--- config.mk ---
export PLATFORM = sky130hd
export DESIGN_NAME = uart_tx
export DESIGN_NICKNAME = d
export VERILOG_FILES = /design/src/hw/mips_debug_pkg.sv /design/src/hw/uart_tx.sv
export SDC_FILE = /design/constraint.sdc
export NUM_CORES = 1
export LEC_CHECK = 0
export ABC_AREA = 1
export ABC_CLOCK_PERIOD_IN_PS = 2370
export BUFFER_PORTS_ARGS = -buffer_cell sky130_fd_sc_hd__buf_2
export CAP_MARGIN = 0
export CORE_UTILIZATION = 55
export DETAILED_ROUTE_END_ITERATION = 7
export GPL_ROUTABILITY_DRIVEN = 0
export PLACE_DENSITY = 0.76
export SLEW_MARGIN = 25
export SYNTH_ARGS = -nofsm -noshare
export SYNTH_HDL_FRONTEND = slang
export SYNTH_SLANG_ARGS = --single-unit
--- constraint.sdc ---
create_clock -name i_clock -period 2.37 [get_ports i_clock]
set_input_delay 0.237 -clock i_clock [delete_from_list [all_inputs] [get_ports i_clock]]
set_output_delay 0.237 -clock i_clock [all_outputs]
set_load 0.01 [all_outputs]
--- src/hw/mips_debug_pkg.sv ---
`default_nettype none

package mips_debug_pkg;

  ////////////////////
  // Sizes
  ////////////////////

  localparam int WORD_BITS   = 32; // Instruction word.
  localparam int BYTE_BITS   = 8;  // One UART frame.
  localparam int OPCODE_BITS = 6;  // Opcode field at the word top.

  ////////////////////
  // Host commands
  ////////////////////

  typedef enum logic [BYTE_BITS-1:0] {
    CMD_RESET    = 8'h00, // Soft reset and reload.
    CMD_READY    = 8'h01, // Ready byte, both directions.
    CMD_STEP     = 8'h02, // One instruction.
    CMD_RUN      = 8'h03, // Continuous mode.
    CMD_RUN_STEP = 8'h07  // Step mode.
  } cmd_e;

  ////////////////////
  // State machines
  ////////////////////

  typedef enum logic [2:0] {
    IDLE,
    SOFT_RESET,
    WAIT_HOST_ACK,
    LOAD_PROGRAM,
    WAIT_START,
    RUNNING
  } debug_state_e;

  typedef enum logic [1:0] {
    HOLD,
    READ,
    DELIVER,
    STOPPED
  } fetch_state_e;

endpackage

`default_nettype wire

--- src/hw/uart_tx.sv ---
`timescale 1ns/10ps
`default_nettype none

module uart_tx #(
  parameter int CLOCKS_PER_BIT = 16
) (
  input  wire                                 i_clock,
  input  wire                                 i_reset,
  input  wire                                 i_tx_start,
  input  wire [mips_debug_pkg::BYTE_BITS-1:0] i_tx_data,
  output logic                                o_tx,
  output logic                                o_tx_done
);
  import mips_debug_pkg::*;

  localparam int CNT_BITS = $clog2(CLOCKS_PER_BIT);
  localparam int IDX_BITS = $clog2(BYTE_BITS);
  localparam logic [CNT_BITS-1:0] BIT_END  = CNT_BITS'(CLOCKS_PER_BIT - 1);
  localparam logic [IDX_BITS-1:0] LAST_BIT = IDX_BITS'(BYTE_BITS - 1);

  typedef enum logic [1:0] {
    TX_IDLE,
    TX_START,
    TX_DATA,
    TX_STOP
  } tx_state_e;

  tx_state_e            state;
  logic [CNT_BITS-1:0]  count;
  logic [IDX_BITS-1:0]  bit_idx;
  logic [BYTE_BITS-1:0] shift;
  logic                 bit_end;

  assign bit_end = (count == BIT_END);

  always_ff @(posedge i_clock) begin
    if (!i_reset) begin
      state     <= TX_IDLE;
      count     <= '0;
      bit_idx   <= '0;
      o_tx      <= 1'b1;
      o_tx_done <= 1'b0;
    end else begin
      o_tx_done <= 1'b0;
      case (state)
        TX_IDLE: begin
          count   <= '0;
          bit_idx <= '0;
          if (i_tx_start) begin
            o_tx  <= 1'b0; // Start bit.
            state <= TX_START;
          end
        end
        TX_START: begin
          if (bit_end) begin
            count <= '0;
            o_tx  <= shift[0];
            state <= TX_DATA;
          end else begin
            count <= count + 1'b1;
          end
        end
        TX_DATA: begin
          if (bit_end) begin
            count <= '0;
            if (bit_idx == LAST_BIT) begin
              o_tx  <= 1'b1; // Stop bit.
              state <= TX_STOP;
            end else begin
              o_tx    <= shift[0];
              bit_idx <= bit_idx + 1'b1;
            end
          end else begin
            count <= count + 1'b1;
          end
        end
        TX_STOP: begin
          if (bit_end) begin
            o_tx_done <= 1'b1;
            state     <= TX_IDLE; // Held start sends again.
          end else begin
            count <= count + 1'b1;
          end
        end
        default: state <= TX_IDLE;
      endcase
    end
  end

  always_ff @(posedge i_clock) begin
    if (state == TX_IDLE && i_tx_start) begin
      shift <= i_tx_data; // Latched for the whole frame.
    end else if ((state == TX_START || state == TX_DATA) && bit_end) begin
      shift <= shift >> 1;
    end
  end

endmodule

`default_nettype wire

# Word level (Yosys, flattened, before mapping)
# Index checks and enable logic that the tools add are counted.
# Widths: inputs -> output; s select.
[word_totals]
register_bits = 19
inputBits = 11
output_inout_bits = 2
wordCells = 52
[op_classes]
add_sub_neg = 2
eq_ne = 12
mux = 20
reduce_logical = 12
[ops]
columns = ["operator", "n"]
rows = [
  ["$mux 8", 2],
  ["$ne 2x2->1 const B", 7],
  ["$pmux 4 s3", 1],
  ["$mux 2", 5],
  ["$mux 4", 2],
  ["$pmux 2 s4", 1],
  ["$mux 3", 2],
  ["$pmux 3 s2", 1],
  ["$mux 1", 5],
  ["$reduce_and 5->1", 1],
  ["$add 4x1->4 const B", 1],
  ["$eq 2x2->1 const B", 2],
  ["$eq 4x4->1 const B", 1],
  ["$reduce_and 4->1", 1],
  ["$reduce_bool 2->1", 2],
  ["$add 3x1->3 const B", 1],
  ["$eq 3x3->1 const B", 1],
  ["$pmux 1 s3", 1],
  ["$reduce_and 3->1", 1],
  ["$reduce_bool 3->1", 1],
  ["$eq 2x1->1 const B", 1],
  ["$logic_and 1x1->1", 2],
  ["$logic_not 2->1", 1],
  ["$reduce_and 2->1", 1],
  ["other kinds (2)", 2],
]

# Longest topological paths before layout
# Gate-level depths: netlist of run 1.
[depth]
depth_word = 5
depth_mapped = 9
ltp_nobuf = 9

# Least setup slack after synthesis of run 1
# No wires, ideal clock.
[synth_timing]
path_type = "register to register"
startpoint = "register state[0]"
endpoint = "register shift[0] (enable)"
setup_ns = 0.384
arrival_ns = 1.434
path_slack_ns = 0.552
stages_incl_launch_ff = 5
n_path_buf = 0
period_less_slack_ns = 1.818
path_cell_list = "dfxtp_1 > inv_1 > ha_1 > inv_1 > o21ai_0"
[synth_between]
elab_chain_cells = 4
[synth_lines]
columns = ["item", "line", "text"]
rows = [
  ["start, declared", "uart_tx.sv:28", "tx_state_e state;"],
  ["start signal, assigned", "uart_tx.sv:38", "state <= TX_IDLE;"],
  ["start signal, assigned", "uart_tx.sv:51", "state <= TX_START;"],
  ["start signal, assigned", "uart_tx.sv:58", "state <= TX_DATA;"],
  ["$eq 2x1->1 / $eq 2x2->1 (equally long branches)", "uart_tx.sv:93", "end else if ((state == TX_START || state == TX_DATA) && bit_end) begin"],
  ["$logic_or 1x1->1", "uart_tx.sv:93", ""],
  ["$logic_and 1x1->1", "uart_tx.sv:93", ""],
  ["$reduce_bool 2->1 (no line) *", "n/a", ""],
  ["end signal, assigned", "uart_tx.sv:92", "shift <= i_tx_data;"],
  ["end signal, assigned", "uart_tx.sv:94", "shift <= shift >> 1;"],
  ["end, declared", "uart_tx.sv:31", "logic [BYTE_BITS-1:0] shift;"],
]
# Every way passes the cells marked *; elsewhere a longest branch is shown, timed or not.
# A chain may end at the register's enable or synchronous reset.

# Worst setup path after layout of run 1
[layout_timing]
startpoint = "register state[0]"
endpoint = "register shift[4] (data pin)"
[layout_between]
elab_chain_cells = 3
[layout_lines]
columns = ["item", "line", "text"]
rows = [
  ["$logic_not 2->1", "uart_tx.sv:91", "if (state == TX_IDLE && i_tx_start) begin"],
  ["$logic_and 1x1->1", "uart_tx.sv:91", ""],
  ["$mux 8", "uart_tx.sv:91", ""],
]
# Every way passes these cells.

==> results of run 1 <==
[per-layer routing]
layer  track usage  vias up  share of wire
li1              -      403              -
met1         0.244      329           0.50
met2         0.316       13           0.46
met3        0.0360        2          0.033
met4        0.0727        0          0.010
met5             0        -              0
[state kept, by name (all words and copies together), names as in the netlist]
register,cells
o_tx_done,1
state,2
count,4
shift,8
o_tx,1
bit_idx,3
[cells in the final DEF, fill, tap and decap left out, drive strengths merged]
cell and n:
clkinv 1, o21ai 5, buf 13, mux2 7, inv 18, nand3 8
xor2 1, dfxtp 11, clkbuf 3, o22ai 1, nor2 13, ha 8
xnor2 1, nand2 28, edfxtp 8, a21oi 6
[cell families after synthesis]
kind of cell / after synthesis / synth area share
AO/OA/AOI/OAI: 12 / 0.0678
buffers and inverters: 18 / 0.0666
AND/OR/NAND/NOR: 49 / 0.218
flip-flops: 19 / 0.454
adder cells (fa/ha/maj): 8 / 0.0986
XOR/XNOR: 2 / 0.0173
multiplexers: 7 / 0.0777
[power groups by stage]
stage          clock network [W]  registers (W)  logic, W
2_1_floorplan                  0       0.000472  0.000331
3_3_place_gp                   0       0.000475  0.000407
3_5_place_dp                   0       0.000480  0.000420
4_1_cts                 0.000169       0.000472  0.000425
5_1_grt                 0.000183       0.000477  0.000485
6_report                0.000161       0.000470  0.000422
[per-stage QoR]
stage | cell area [µm²] | std cells
6_report | 1140 | 157
4_1_cts | 1140 | 157
2_1_floorplan | 1010 | 115
5_1_grt | 1140 | 157
3_5_place_dp | 1110 | 153
3_3_place_gp | 1110 | 153
[cell type report]
| class | instances | area, µm² | area share |
|---|---|---|---|
| clock buffers | 3 | 22.5 | 0.0197 |
| clock inverters | 1 | 5.00 | 0.00439 |
| inverters | 18 | 67.6 | 0.0592 |
| multi-input cells | 78 | 487 | 0.427 |
| flip-flops and latches | 19 | 460 | 0.404 |
| well taps | 25 | 31.3 | 0.0274 |
| repair buffers | 13 | 67.6 | 0.0592 |
[worst max-delay path, cell delays in order, from the launching register on]
cell and delay [ps]:
sky130_fd_sc_hd__dfxtp_1 390, sky130_fd_sc_hd__inv_1 90, sky130_fd_sc_hd__ha_1 250, sky130_fd_sc_hd__nand2_2 190, sky130_fd_sc_hd__mux2_2 360
[worst paths after layout]
kind,startpoint,endpoint,slack (ps),depth (start not counted)
worst max-delay path,state[0]$_SDFFE_PN0P_,shift[4]$_DFFE_PP_,840,4
worst min register to register,count[1]$_SDFFE_PN0P_,count[1]$_SDFFE_PN0P_,490,2
worst max register to register,state[0]$_SDFFE_PN0P_,shift[4]$_DFFE_PP_,840,4
worst min-delay path,i_reset,o_tx$_SDFFE_PN1P_,200,2
==> metrics.log, run 1 <==
INFO  metric fillers = about 160
INFO  metric synth_commonest_cells = sky130_fd_sc_hd__nand2_1 (25), sky130_fd_sc_hd__inv_1 (16), sky130_fd_sc_hd__dfxtp_1 (11)
INFO  metric final-hold-violation-count = 0
INFO  metric clock_path_buffers = 2
INFO  metric yosys_warnings = 0
INFO  metric path_class = reg2reg
INFO  metric die_height = 45.0 µm
INFO  metric relSlewSlack = 0.855
INFO  metric numPortBuffers = 12
INFO  metric worst_slack = 842 ps
INFO  metric timing.critical_path.required = ~2400 ps
INFO  metric synth-edff-count = 8
INFO  metric detail_route.drc_violations = 0
INFO  metric min_period = 1530 ps
INFO  metric clk_root_buffer_cell = sky130_fd_sc_hd__clkbuf_4
INFO  metric avgViaCountPerCell = 4.76
INFO  metric power = 0.00105 W
INFO  metric synth-seq-cells = 19
INFO  metric hp-class = in2reg
INFO  metric ioPinCount = 13
INFO  metric timing.final.setup_violations = 0
INFO  metric skew = between 2 and 3 ps
INFO  metric p_leak = roughly 0.53 nW
INFO  metric max_cap_viol_count = 0
INFO  metric reg_power_frac = 0.447
INFO  metric outcome = completed
INFO  metric yosys_most_used_dff = sky130_fd_sc_hd__dfxtp_1
INFO  metric number_of_distinct_standard_cells_referenced_by_the_synthesized_netlist = 18
INFO  metric wl = approximately 1700 µm
INFO  metric antenna_found_initial = 0
INFO  metric yosys-top-cells-area = sky130_fd_sc_hd__edfxtp_1 (24%), sky130_fd_sc_hd__dfxtp_1 (22%), sky130_fd_sc_hd__ha_1 (9.9%)
INFO  metric antennaDiodeCount = 0
INFO  metric rsz0062_at_grt = no
INFO  metric tritoncts_clock_tree = built
INFO  metric post-dp-hpwl = around 1300 µm
INFO  metric layout-drive-gt1-share = 0.265
INFO  metric power.net_switching = between 0.0003 and 0.0004 W
INFO  metric vdd_drop_max = between 0.4 and 0.5 mV
INFO  metric synthToLayoutAreaGrowth = 12.5%
INFO  metric fp-row-count = 15
INFO  metric die_w = around 45 µm
INFO  metric postSynthNetCount = around 130
INFO  metric switching_share = 0.361
INFO  metric clockPowerShare = 0.153
INFO  metric async_flop_share = 0
INFO  metric finish.utilization = 0.661
INFO  metric grt_first_pass_wirelength = ~2800 µm
INFO  metric most_used_standard_cell_by_instance_count_after_synthesis = sky130_fd_sc_hd__nand2_1
INFO  metric synth.yosys.seq_area_share = 0.454
INFO  metric combinational_power_share = 0.401
INFO  metric grt_max_degree = 12
INFO  metric power.density = 923 nW/µm²
INFO  metric fp.dieArea = about 2000 µm²
INFO  metric postRouteAntennaNets = 0
INFO  metric worst_skew_pair.late_latency = around 290 ps
INFO  metric start_util = 0.588
INFO  metric synthDominantCellAreaShare = 0.237
INFO  metric tightest_slew = approximately 220 ps
INFO  metric synth_largest_area_cell = sky130_fd_sc_hd__edfxtp_1
INFO  metric finalMaxSlewViolations = 0
INFO  metric num_vias = about 750
INFO  metric worst-path-max-fanout = 9
INFO  metric hold_bufs_at_cts = 0
INFO  metric final_net_count = between 150 and 200
INFO  metric grt_use_total = 0.190
INFO  metric p_int = just under 0.0007 W
INFO  metric cts-htree-levels = 1
INFO  metric post_synthesis_instance_area = 1010 µm²
INFO  metric post-route-period-util = 0.645
INFO  metric timing.critical_path.to_type = flip-flop
INFO  metric cts_num_sinks = 19
INFO  metric worst_setup_path_start_kind = flip-flop
INFO  metric detailedRoute.firstPassIterationCount = 4
INFO  metric whs = ~200 ps
INFO  metric cts-buffers-inserted = 3
INFO  metric setup_total_negative_slack = 0 ps
INFO  metric post-cts-setup-buffer-count = 0
INFO  metric worstPathArrival = roughly 1600 ps
INFO  metric clk_pin_slew = 110 ps
INFO  metric floorplan.core_area = 1730 µm²
INFO  metric globalRoute.totalOverflow = 0
INFO  metric detailedPlace.worstSlack = around 840 ps
INFO  metric post_synth_inst_count = 115
INFO  metric cts-resized-gates = 0
INFO  metric syn_area_per_cell = ~9 µm²
INFO  metric wl_per_cell = between 10 and 15 µm
INFO  metric detail_route.iter0.violations = 11
INFO  metric number_of_global_route_vias_before_repair = 704
INFO  metric max_freq = about 650 MHz
Power figures use the tool's default switching activity.
==> run 2: changes to the inputs <==
--- a/config.mk
+++ b/config.mk
@@ -5,14 +5,14 @@
 export SDC_FILE = /design/constraint.sdc
 export NUM_CORES = 1
 export LEC_CHECK = 0
-export ABC_AREA = 1
-export ABC_CLOCK_PERIOD_IN_PS = 2370
+export ABC_AREA = 0
+export ABC_CLOCK_PERIOD_IN_PS = 1400
 export BUFFER_PORTS_ARGS = -buffer_cell sky130_fd_sc_hd__buf_2
 export CAP_MARGIN = 0
-export CORE_UTILIZATION = 55
+export CORE_UTILIZATION = 50
 export DETAILED_ROUTE_END_ITERATION = 7
 export GPL_ROUTABILITY_DRIVEN = 0
-export PLACE_DENSITY = 0.76
+export PLACE_DENSITY = 0.73
 export SLEW_MARGIN = 25
 export SYNTH_ARGS = -nofsm -noshare
 export SYNTH_HDL_FRONTEND = slang
==> constraint.sdc (replaced) <==
create_clock -name i_clock -period 1.4 [get_ports i_clock]
set_input_delay 0.14 -clock i_clock [delete_from_list [all_inputs] [get_ports i_clock]]
set_output_delay 0.14 -clock i_clock [all_outputs]
set_load 0.01 [all_outputs]
==> metrics.log, run 2 <==
INFO  metric outcome = completed
INFO  metric combinational_power_share = 0.465 (+0.064)
INFO  metric detailedRoute.firstPassIterationCount = 4 (unchanged)
INFO  metric skew = 1.68 ps (-1.13 ps)
INFO  metric yosys_most_used_dff = sky130_fd_sc_hd__dfxtp_1
INFO  metric switching_share = 0.344 (-0.0169)
INFO  metric antennaDiodeCount = 0 (unchanged)
INFO  metric postRouteAntennaNets = 0 (unchanged)
INFO  metric synth.yosys.seq_area_share = 0.447 (-0.00662)
INFO  metric reg.largest.list = shift: 8 flops, count: 4 flops, bit_idx: 3 flops
INFO  metric grt_first_pass_wirelength = 3400 µm (+22%)
INFO  metric grt_max_degree = 11 (-1)
INFO  metric syn_area_per_cell = 10.7 µm² (+22%)
INFO  metric layout-drive-gt1-share = 0.492 (+0.227)
INFO  metric hp-class = in2reg
INFO  metric final-hold-violation-count = 0 (unchanged)
INFO  metric post-dp-hpwl = 1590 µm (+20%)
INFO  metric worst_setup_path_start_kind = flip-flop
INFO  metric floorplan.core_area = 1940 µm² (+12%)
INFO  metric globalRoute.totalOverflow = 0 (unchanged)
INFO  metric die_w = 47.4 µm (+5.4%)
INFO  metric clockPowerShare = 0.139 (-0.014)
INFO  metric post_synthesis_instance_area = 1030 µm² (+1.5%)
INFO  metric worst_skew_pair.late_latency = 300 ps (about the same)
INFO  metric clk_pin_slew = 110 ps (about the same)
INFO  metric hold_bufs_at_cts = 0 (unchanged)
INFO  metric ioPinCount = 13 (unchanged)
INFO  metric synthDominantCellAreaShare = 0.233 (-0.00345)
INFO  metric power.net_switching = 0.000700 W (+84%)
INFO  metric register_with_the_most_flip_flops = shift
INFO  metric timing.final.setup_violations = 0 (unchanged)
INFO  metric num_vias = 904 (+21%)
INFO  metric finalMaxSlewViolations = 0 (unchanged)
INFO  metric whs = 115 ps (-83.4 ps)
INFO  metric yosys_warnings = 0 (unchanged)
INFO  metric number_of_global_route_vias_before_repair = 819 (+16%)
INFO  metric synthToLayoutAreaGrowth = 44.1%
INFO  metric setup_total_negative_slack = 0 ps (unchanged)
INFO  metric cts_num_sinks = 19 (unchanged)
INFO  metric path_class = reg2reg
INFO  metric relSlewSlack = 0.810 (-0.0452)
INFO  metric most_used_standard_cell_by_instance_count_after_synthesis = sky130_fd_sc_hd__dfxtp_1
INFO  metric max_cap_viol_count = 0 (unchanged)
INFO  metric clk_root_buffer_cell = sky130_fd_sc_hd__clkbuf_4
INFO  metric fp-row-count = 16 (+1)
INFO  metric detailedPlace.worstSlack = -141 ps (-984 ps)
INFO  metric mostFrequentLayoutCell = sky130_fd_sc_hd__buf_4
INFO  metric postSynthNetCount = 115 (-14%)
INFO  metric largest_register_ffs = 8 (unchanged)
INFO  metric min_period = 1390 ps (-135 ps)
INFO  metric synth_commonest_cells = sky130_fd_sc_hd__dfxtp_1 (11), sky130_fd_sc_hd__edfxtp_1 (8), sky130_fd_sc_hd__ha_1 (8)
INFO  metric timing.critical_path.required = 1590 ps (-830 ps)
INFO  metric post-route-period-util = 0.995 (+0.351)
INFO  metric cts-htree-levels = 1 (unchanged)
INFO  metric timing.critical_path.to_type = flip-flop
INFO  metric avgViaCountPerCell = 5.69 (+19%)
INFO  metric fillers = 134 (-18%)
INFO  metric p_leak = 0.578 nW (+8.6%)
INFO  metric yosys-top-cells-area = sky130_fd_sc_hd__edfxtp_1 (23%), sky130_fd_sc_hd__dfxtp_1 (21%), sky130_fd_sc_hd__ha_1 (9.7%)
INFO  metric synth-edff-count = 8 (unchanged)
INFO  metric fp.dieArea = 2240 µm² (+11%)
INFO  metric worst_slack = 6.72 ps (-835 ps)
INFO  metric clock_path_buffers = 2 (unchanged)
INFO  metric tightest_slew = 282 ps (+65.8 ps)
INFO  metric power.density = 1370 nW/µm² (+49%)
INFO  metric synth-seq-cells = 19 (unchanged)
INFO  metric numPortBuffers = 12 (unchanged)
INFO  metric tritoncts_clock_tree = built
INFO  metric synth_largest_area_cell = sky130_fd_sc_hd__edfxtp_1
INFO  metric antenna_found_initial = 0 (unchanged)
INFO  metric wl_per_cell = 15.3 µm (+43%)
INFO  metric number_of_distinct_standard_cells_referenced_by_the_synthesized_netlist = 36 (+18)
INFO  metric async_flop_share = 0 (unchanged)
INFO  metric final_net_count = 152 (unchanged)
INFO  metric die_height = 47.4 µm (+5.4%)
INFO  metric layout_common_cells = sky130_fd_sc_hd__buf_4 (18), sky130_fd_sc_hd__buf_2 (12), sky130_fd_sc_hd__edfxtp_1 (8), sky130_fd_sc_hd__mux2_1 (7), sky130_fd_sc_hd__dfxtp_1 (7)
INFO  metric area_of_the_multi_input_gates = 712 µm² (+46%)
INFO  metric max_freq = 718 MHz (+9.7%)
INFO  metric worstPathArrival = 1590 ps (about the same)
INFO  metric post_synth_inst_count = 96 (-17%)
INFO  metric detail_route.iter0.violations = 17 (+6)
INFO  metric grt_use_total = 0.227 (+0.0372)
INFO  metric vdd_drop_max = 1.11 mV (+130%)
INFO  metric cts-buffers-inserted = 3 (unchanged)
INFO  metric detail_route.drc_violations = 0 (unchanged)
INFO  metric wl = 2430 µm (+45%)
INFO  metric reg_power_frac = 0.395 (-0.052)
INFO  metric regArea = 468 µm² (+1.6%)
INFO  metric p_int = 0.00134 W (+99%)
INFO  metric start_util = 0.530 (-0.0574)
INFO  metric rsz0062_at_grt = yes
INFO  metric worst-path-max-fanout = 6 (-3)
run 2: changes by cell type after synthesis, sizes merged, moves of 3 or more:
cell / change
o211ai: +6
a21oi: -3
o31ai: +3
o21ai: -4
nand2: -24
inv: -14
nand2b: +5
nor2: -8
run 2: path summary, 6_finish.rpt:
kind	slack, ps	endpoint	start	cells after the start
worst max-delay path	7	o_tx$_SDFFE_PN1P_	state[0]$_SDFFE_PN0P_	6
worst min-delay path	110	shift[6]$_DFFE_PP_	i_tx_data[6]	2
worst max register to register	7	o_tx$_SDFFE_PN1P_	state[0]$_SDFFE_PN0P_	6
worst min register to register	530	bit_idx[1]$_SDFFE_PN0P_	bit_idx[1]$_SDFFE_PN0P_	2
run 2: repair_timing:
item / in CTS / in global routing
gates cloned: 1 / 0
buffers inserted: 0 / 3
resized for setup: 17 / 16
endpoints found under the setup margin: 23 / 23
pin swaps: 4 / 9
run 2: critical path: stages, from the launching register on:
cell and delay [ps]:
sky130_fd_sc_hd__dfxtp_2 380, sky130_fd_sc_hd__inv_4 60, sky130_fd_sc_hd__ha_4 170, sky130_fd_sc_hd__buf_4 150, sky130_fd_sc_hd__or3_1 360, sky130_fd_sc_hd__o211ai_1 80
sky130_fd_sc_hd__a32oi_1 70
run 2: final cells by class:
type                            count  area share
Timing Repair Buffer               32       0.153
Sequential cell                    19       0.315
Clock buffer                        4      0.0177
Multi-Input combinational cell     73       0.480
Tap cell                           27      0.0228
Inverter                            4      0.0118
run 2: metrics by stage:
stage	utilization	cells	area [µm²]	total power, W
2_1_floorplan	-	96	1060	0.00126
3_3_place_gp	0.656	151	1270	0.00150
3_5_place_dp	0.656	151	1270	0.00153
4_1_cts	0.709	156	1380	0.00188
5_1_grt	0.764	159	1480	0.00216
6_report	0.764	159	1480	0.00204
run 2: power by group through the flow:
stage	sequential (W)	combinational, W	clock [W]
floorplan	0.000794	0.000462	0
detailed placement	0.000803	0.000729	0
CTS	0.000794	0.000795	0.000291
global placement	0.000797	0.000706	0
finish	0.000806	0.000948	0.000284
global route	0.000821	0.00103	0.000307
run 2: logic make-up after synthesis:
logic type | count (synthesis) | synth area share
compound gates | 21 | 0.152
xor+xnor | 1 | 0.00851
fa+ha+maj | 8 | 0.0972
buf+inv | 5 | 0.0194
flops | 19 | 0.447
mux | 8 | 0.0875
simple gates | 34 | 0.188
run 2: metal layers:
layer / track usage / routed length (µm) / vias up
li1: - / - / 441
met1: 0.268 / 1010 / 432
met2: 0.384 / 1270 / 23
met3: 0.0385 / 83 / 8
met4: 0.137 / 63 / 0
met5: 0 / 0 / -
==> run 3: changes to the inputs <==
--- a/config.mk
+++ b/config.mk
@@ -6,13 +6,12 @@
 export NUM_CORES = 1
 export LEC_CHECK = 0
 export ABC_AREA = 0
-export ABC_CLOCK_PERIOD_IN_PS = 1400
+export ABC_CLOCK_PERIOD_IN_PS = 1370
 export BUFFER_PORTS_ARGS = -buffer_cell sky130_fd_sc_hd__buf_2
 export CAP_MARGIN = 0
-export CORE_UTILIZATION = 50
+export CORE_UTILIZATION = 40
 export DETAILED_ROUTE_END_ITERATION = 7
 export GPL_ROUTABILITY_DRIVEN = 0
-export PLACE_DENSITY = 0.73
 export SLEW_MARGIN = 25
 export SYNTH_ARGS = -nofsm -noshare
 export SYNTH_HDL_FRONTEND = slang
==> constraint.sdc (replaced) <==
create_clock -name i_clock -period 1.37 [get_ports i_clock]
set_input_delay 0.137 -clock i_clock [delete_from_list [all_inputs] [get_ports i_clock]]
set_output_delay 0.137 -clock i_clock [all_outputs]
set_load 0.01 [all_outputs]
==> metrics.log, run 3 (same netlist as run 2, synthesis figures left out) <==
INFO  metric outcome = finished, violations left
INFO  metric violations = setup timing
INFO  metric max_freq = 711 MHz (-0.97%)
INFO  metric final-hold-violation-count = 0 (unchanged)
INFO  metric finish.utilization = 0.583 (-0.182)
INFO  metric avgViaCountPerCell = 5.54 (-2.5%)
INFO  metric regArea = 469 µm² (+0.27%)
INFO  metric timing.critical_path.required = 1560 ps (-30 ps)
INFO  metric die_height = 52.7 µm (+11%)
INFO  metric start_util = 0.419 (-0.111)
INFO  metric timing.critical_path.to_type = flip-flop
INFO  metric hold_path_end = shift[4]$_DFFE_PP_
INFO  metric die_w = 52.7 µm (+11%)
INFO  metric hp-start = i_tx_data[4]
INFO  metric timing.final.setup_violations = 3 (+3)
INFO  metric globalRoute.totalOverflow = 0 (unchanged)
INFO  metric post-dp-hpwl = 1670 µm (+5.1%)
INFO  metric wl = 2330 µm (-4.2%)
INFO  metric min_period = 1410 ps (+13.7 ps)
INFO  metric worst_skew_pair.late_latency = 300 ps (about the same)
INFO  metric worst-r2r-setup-slack = -40 ps (-40 ps)
INFO  metric tightest_slew = 265 ps (-17.3 ps)
INFO  metric final_net_count = 147 (-3.3%)
INFO  metric path_class = reg2reg
INFO  metric floorplan.core_area = 2450 µm² (+26%)
INFO  metric cp_top_family = simple AND/OR/NAND/NOR gates
INFO  metric grt_max_degree = 12 (+1)
INFO  metric register_with_the_most_flip_flops = shift
INFO  metric clk_root_buffer_cell = sky130_fd_sc_hd__clkbuf_4
INFO  metric r2r_cells = 5 (-1)
INFO  metric worst_slack = -37.0 ps (-43.7 ps)
INFO  metric relSlewSlack = 0.820 (+0.0103)
INFO  metric regToRegEndpoint = state[1]$_SDFFE_PN0P_
INFO  metric fillers = 211 (+57%)
INFO  metric detail_route.drc_violations = 0 (unchanged)
INFO  metric antennaDiodeCount = 0 (unchanged)
INFO  metric grt_first_pass_wirelength = 3620 µm (+6.3%)
INFO  metric tritoncts_clock_tree = built
INFO  metric crit_path_cell_trace = inv_6 -> ha_4 -> and4b_4 -> or2_0 -> o311ai_1
INFO  metric post-route-period-util = 1.03 (+0.0318)
INFO  metric grt_use_total = 0.183 (-0.0448)
INFO  metric wl_per_cell = 14.8 µm (-3.0%)
INFO  metric layout-drive-gt1-share = 0.457 (-0.0357)
INFO  metric reg.largest.list = shift: 8 flops, count: 4 flops, bit_idx: 3 flops
INFO  metric ioPinCount = 13 (unchanged)
INFO  metric critical_path_cell_count = 5 (-1)
INFO  metric worstPathArrival = 1600 ps (about the same)
INFO  metric clock_path_buffers = 2 (unchanged)
INFO  metric setup_total_negative_slack = -69.4 ps (-69.4 ps)
INFO  metric cts-buffers-inserted = 3 (unchanged)
INFO  metric synthToLayoutAreaGrowth = 38.9%
INFO  metric cts_num_sinks = 19 (unchanged)
INFO  metric cp_num_buf_inv = 1 (-1)
INFO  metric worstReg2RegStart = state[0]$_SDFFE_PN0P_
INFO  metric rsz0062_at_grt = yes
INFO  metric hold_bufs_at_cts = 0 (unchanged)
INFO  metric p_leak = 0.560 nW (-3.1%)
INFO  metric area_of_the_multi_input_gates = 693 µm² (-2.6%)
INFO  metric detail_route.iter0.violations = 16 (-1)
INFO  metric detailedRoute.firstPassIterationCount = 4 (unchanged)
INFO  metric layout_common_cells = sky130_fd_sc_hd__buf_4 (16), sky130_fd_sc_hd__buf_2 (12), sky130_fd_sc_hd__dfxtp_1 (8), sky130_fd_sc_hd__edfxtp_1 (8), sky130_fd_sc_hd__mux2_1 (7)
INFO  metric cts-htree-levels = 1 (unchanged)
INFO  metric vdd_drop_max = 0.980 mV (-12%)
INFO  metric clk_pin_slew = 110 ps (about the same)
INFO  metric number_of_global_route_vias_before_repair = 833 (+1.7%)
INFO  metric postRouteAntennaNets = 0 (unchanged)
INFO  metric power.density = 1430 nW/µm² (+4.4%)
INFO  metric numPortBuffers = 12 (unchanged)
INFO  metric largest_register_ffs = 8 (unchanged)
INFO  metric holdPathStages = 2 (unchanged)
INFO  metric worst-path-max-fanout = 5 (-1)
INFO  metric dp_cells = 149 (-1.3%)
INFO  metric skew = 7.10 ps (+5.42 ps)
INFO  metric antenna_found_initial = 0 (unchanged)
INFO  metric layoutNonFillerInstCount = 157 (-1.3%)
INFO  metric finalMaxSlewViolations = 0 (unchanged)
INFO  metric timing.critical_path.slowest_stage_cell = sky130_fd_sc_hd__dfxtp_4
INFO  metric fp-row-count = 18 (+2)
INFO  metric worst_setup_path_start_kind = flip-flop
INFO  metric max_cap_viol_count = 0 (unchanged)
INFO  metric mostFrequentLayoutCell = sky130_fd_sc_hd__buf_4
INFO  metric fp.dieArea = 2780 µm² (+24%)
INFO  metric hp-class = in2reg
INFO  metric timing.critical_path.slowest_cell_delay = 390 ps (about the same)
INFO  metric num_vias = 870 (-3.8%)
## run 3: layer usage
layer	track usage	routed length, µm
met5	0	0
met1	0.204	1000
met3	0.0290	59
met2	0.331	1210
met4	0.0877	53
## run 3: where the power goes
group          internal [W]  leakage [nW]  switching (W)
logic              0.000476         0.374       0.000453
registers          0.000761         0.168      0.0000808
clock network      0.000109        0.0177       0.000172
## run 3: worst max path at each step
stage,startpoint,to,slack (ps)
final,state[0]$_SDFFE_PN0P_,state[1]$_SDFFE_PN0P_,-40
after global placement,state[0]$_SDFFE_PN0P_,count[0]$_SDFFE_PN0P_,-50
after floorplan,count[0]$_SDFFE_PN0P_,shift[0]$_DFFE_PP_,3
after CTS,state[0]$_SDFFE_PN0P_,state[0]$_SDFFE_PN0P_,-60
after detailed placement,state[0]$_SDFFE_PN0P_,state[1]$_SDFFE_PN0P_,-90
after global routing,state[0]$_SDFFE_PN0P_,state[1]$_SDFFE_PN0P_,-80
## run 3: cell type report
type | count | share of cell area
repair buffers | 28 | 0.126
multi-input cells | 72 | 0.485
flip-flops and latches | 19 | 0.328
clock inverters | 1 | 0.00350
clock buffers | 3 | 0.0157
inverters | 4 | 0.0157
well taps | 30 | 0.0262
## run 3: timing repair
item / in CTS / in global routing
buffers inserted: 3 / 1
pin swaps: 3 / 6
gates resized for setup: 18 / 9
endpoints found under the setup margin: 22 / 23
## run 3: stage by stage
step / area (µm²) / total power [W] / hold WS (ps) / worst slack, ps
after floorplan: 1060 / 0.00129 / 254 / 2.98
after global placement: 1250 / 0.00153 / 418 / -49.8
after detailed placement: 1250 / 0.00156 / 425 / -89.5
after CTS: 1370 / 0.00194 / 98.9 / -64.8
after global routing: 1430 / 0.00220 / 88.0 / -82.3
final: 1430 / 0.00205 / 111 / -37.0
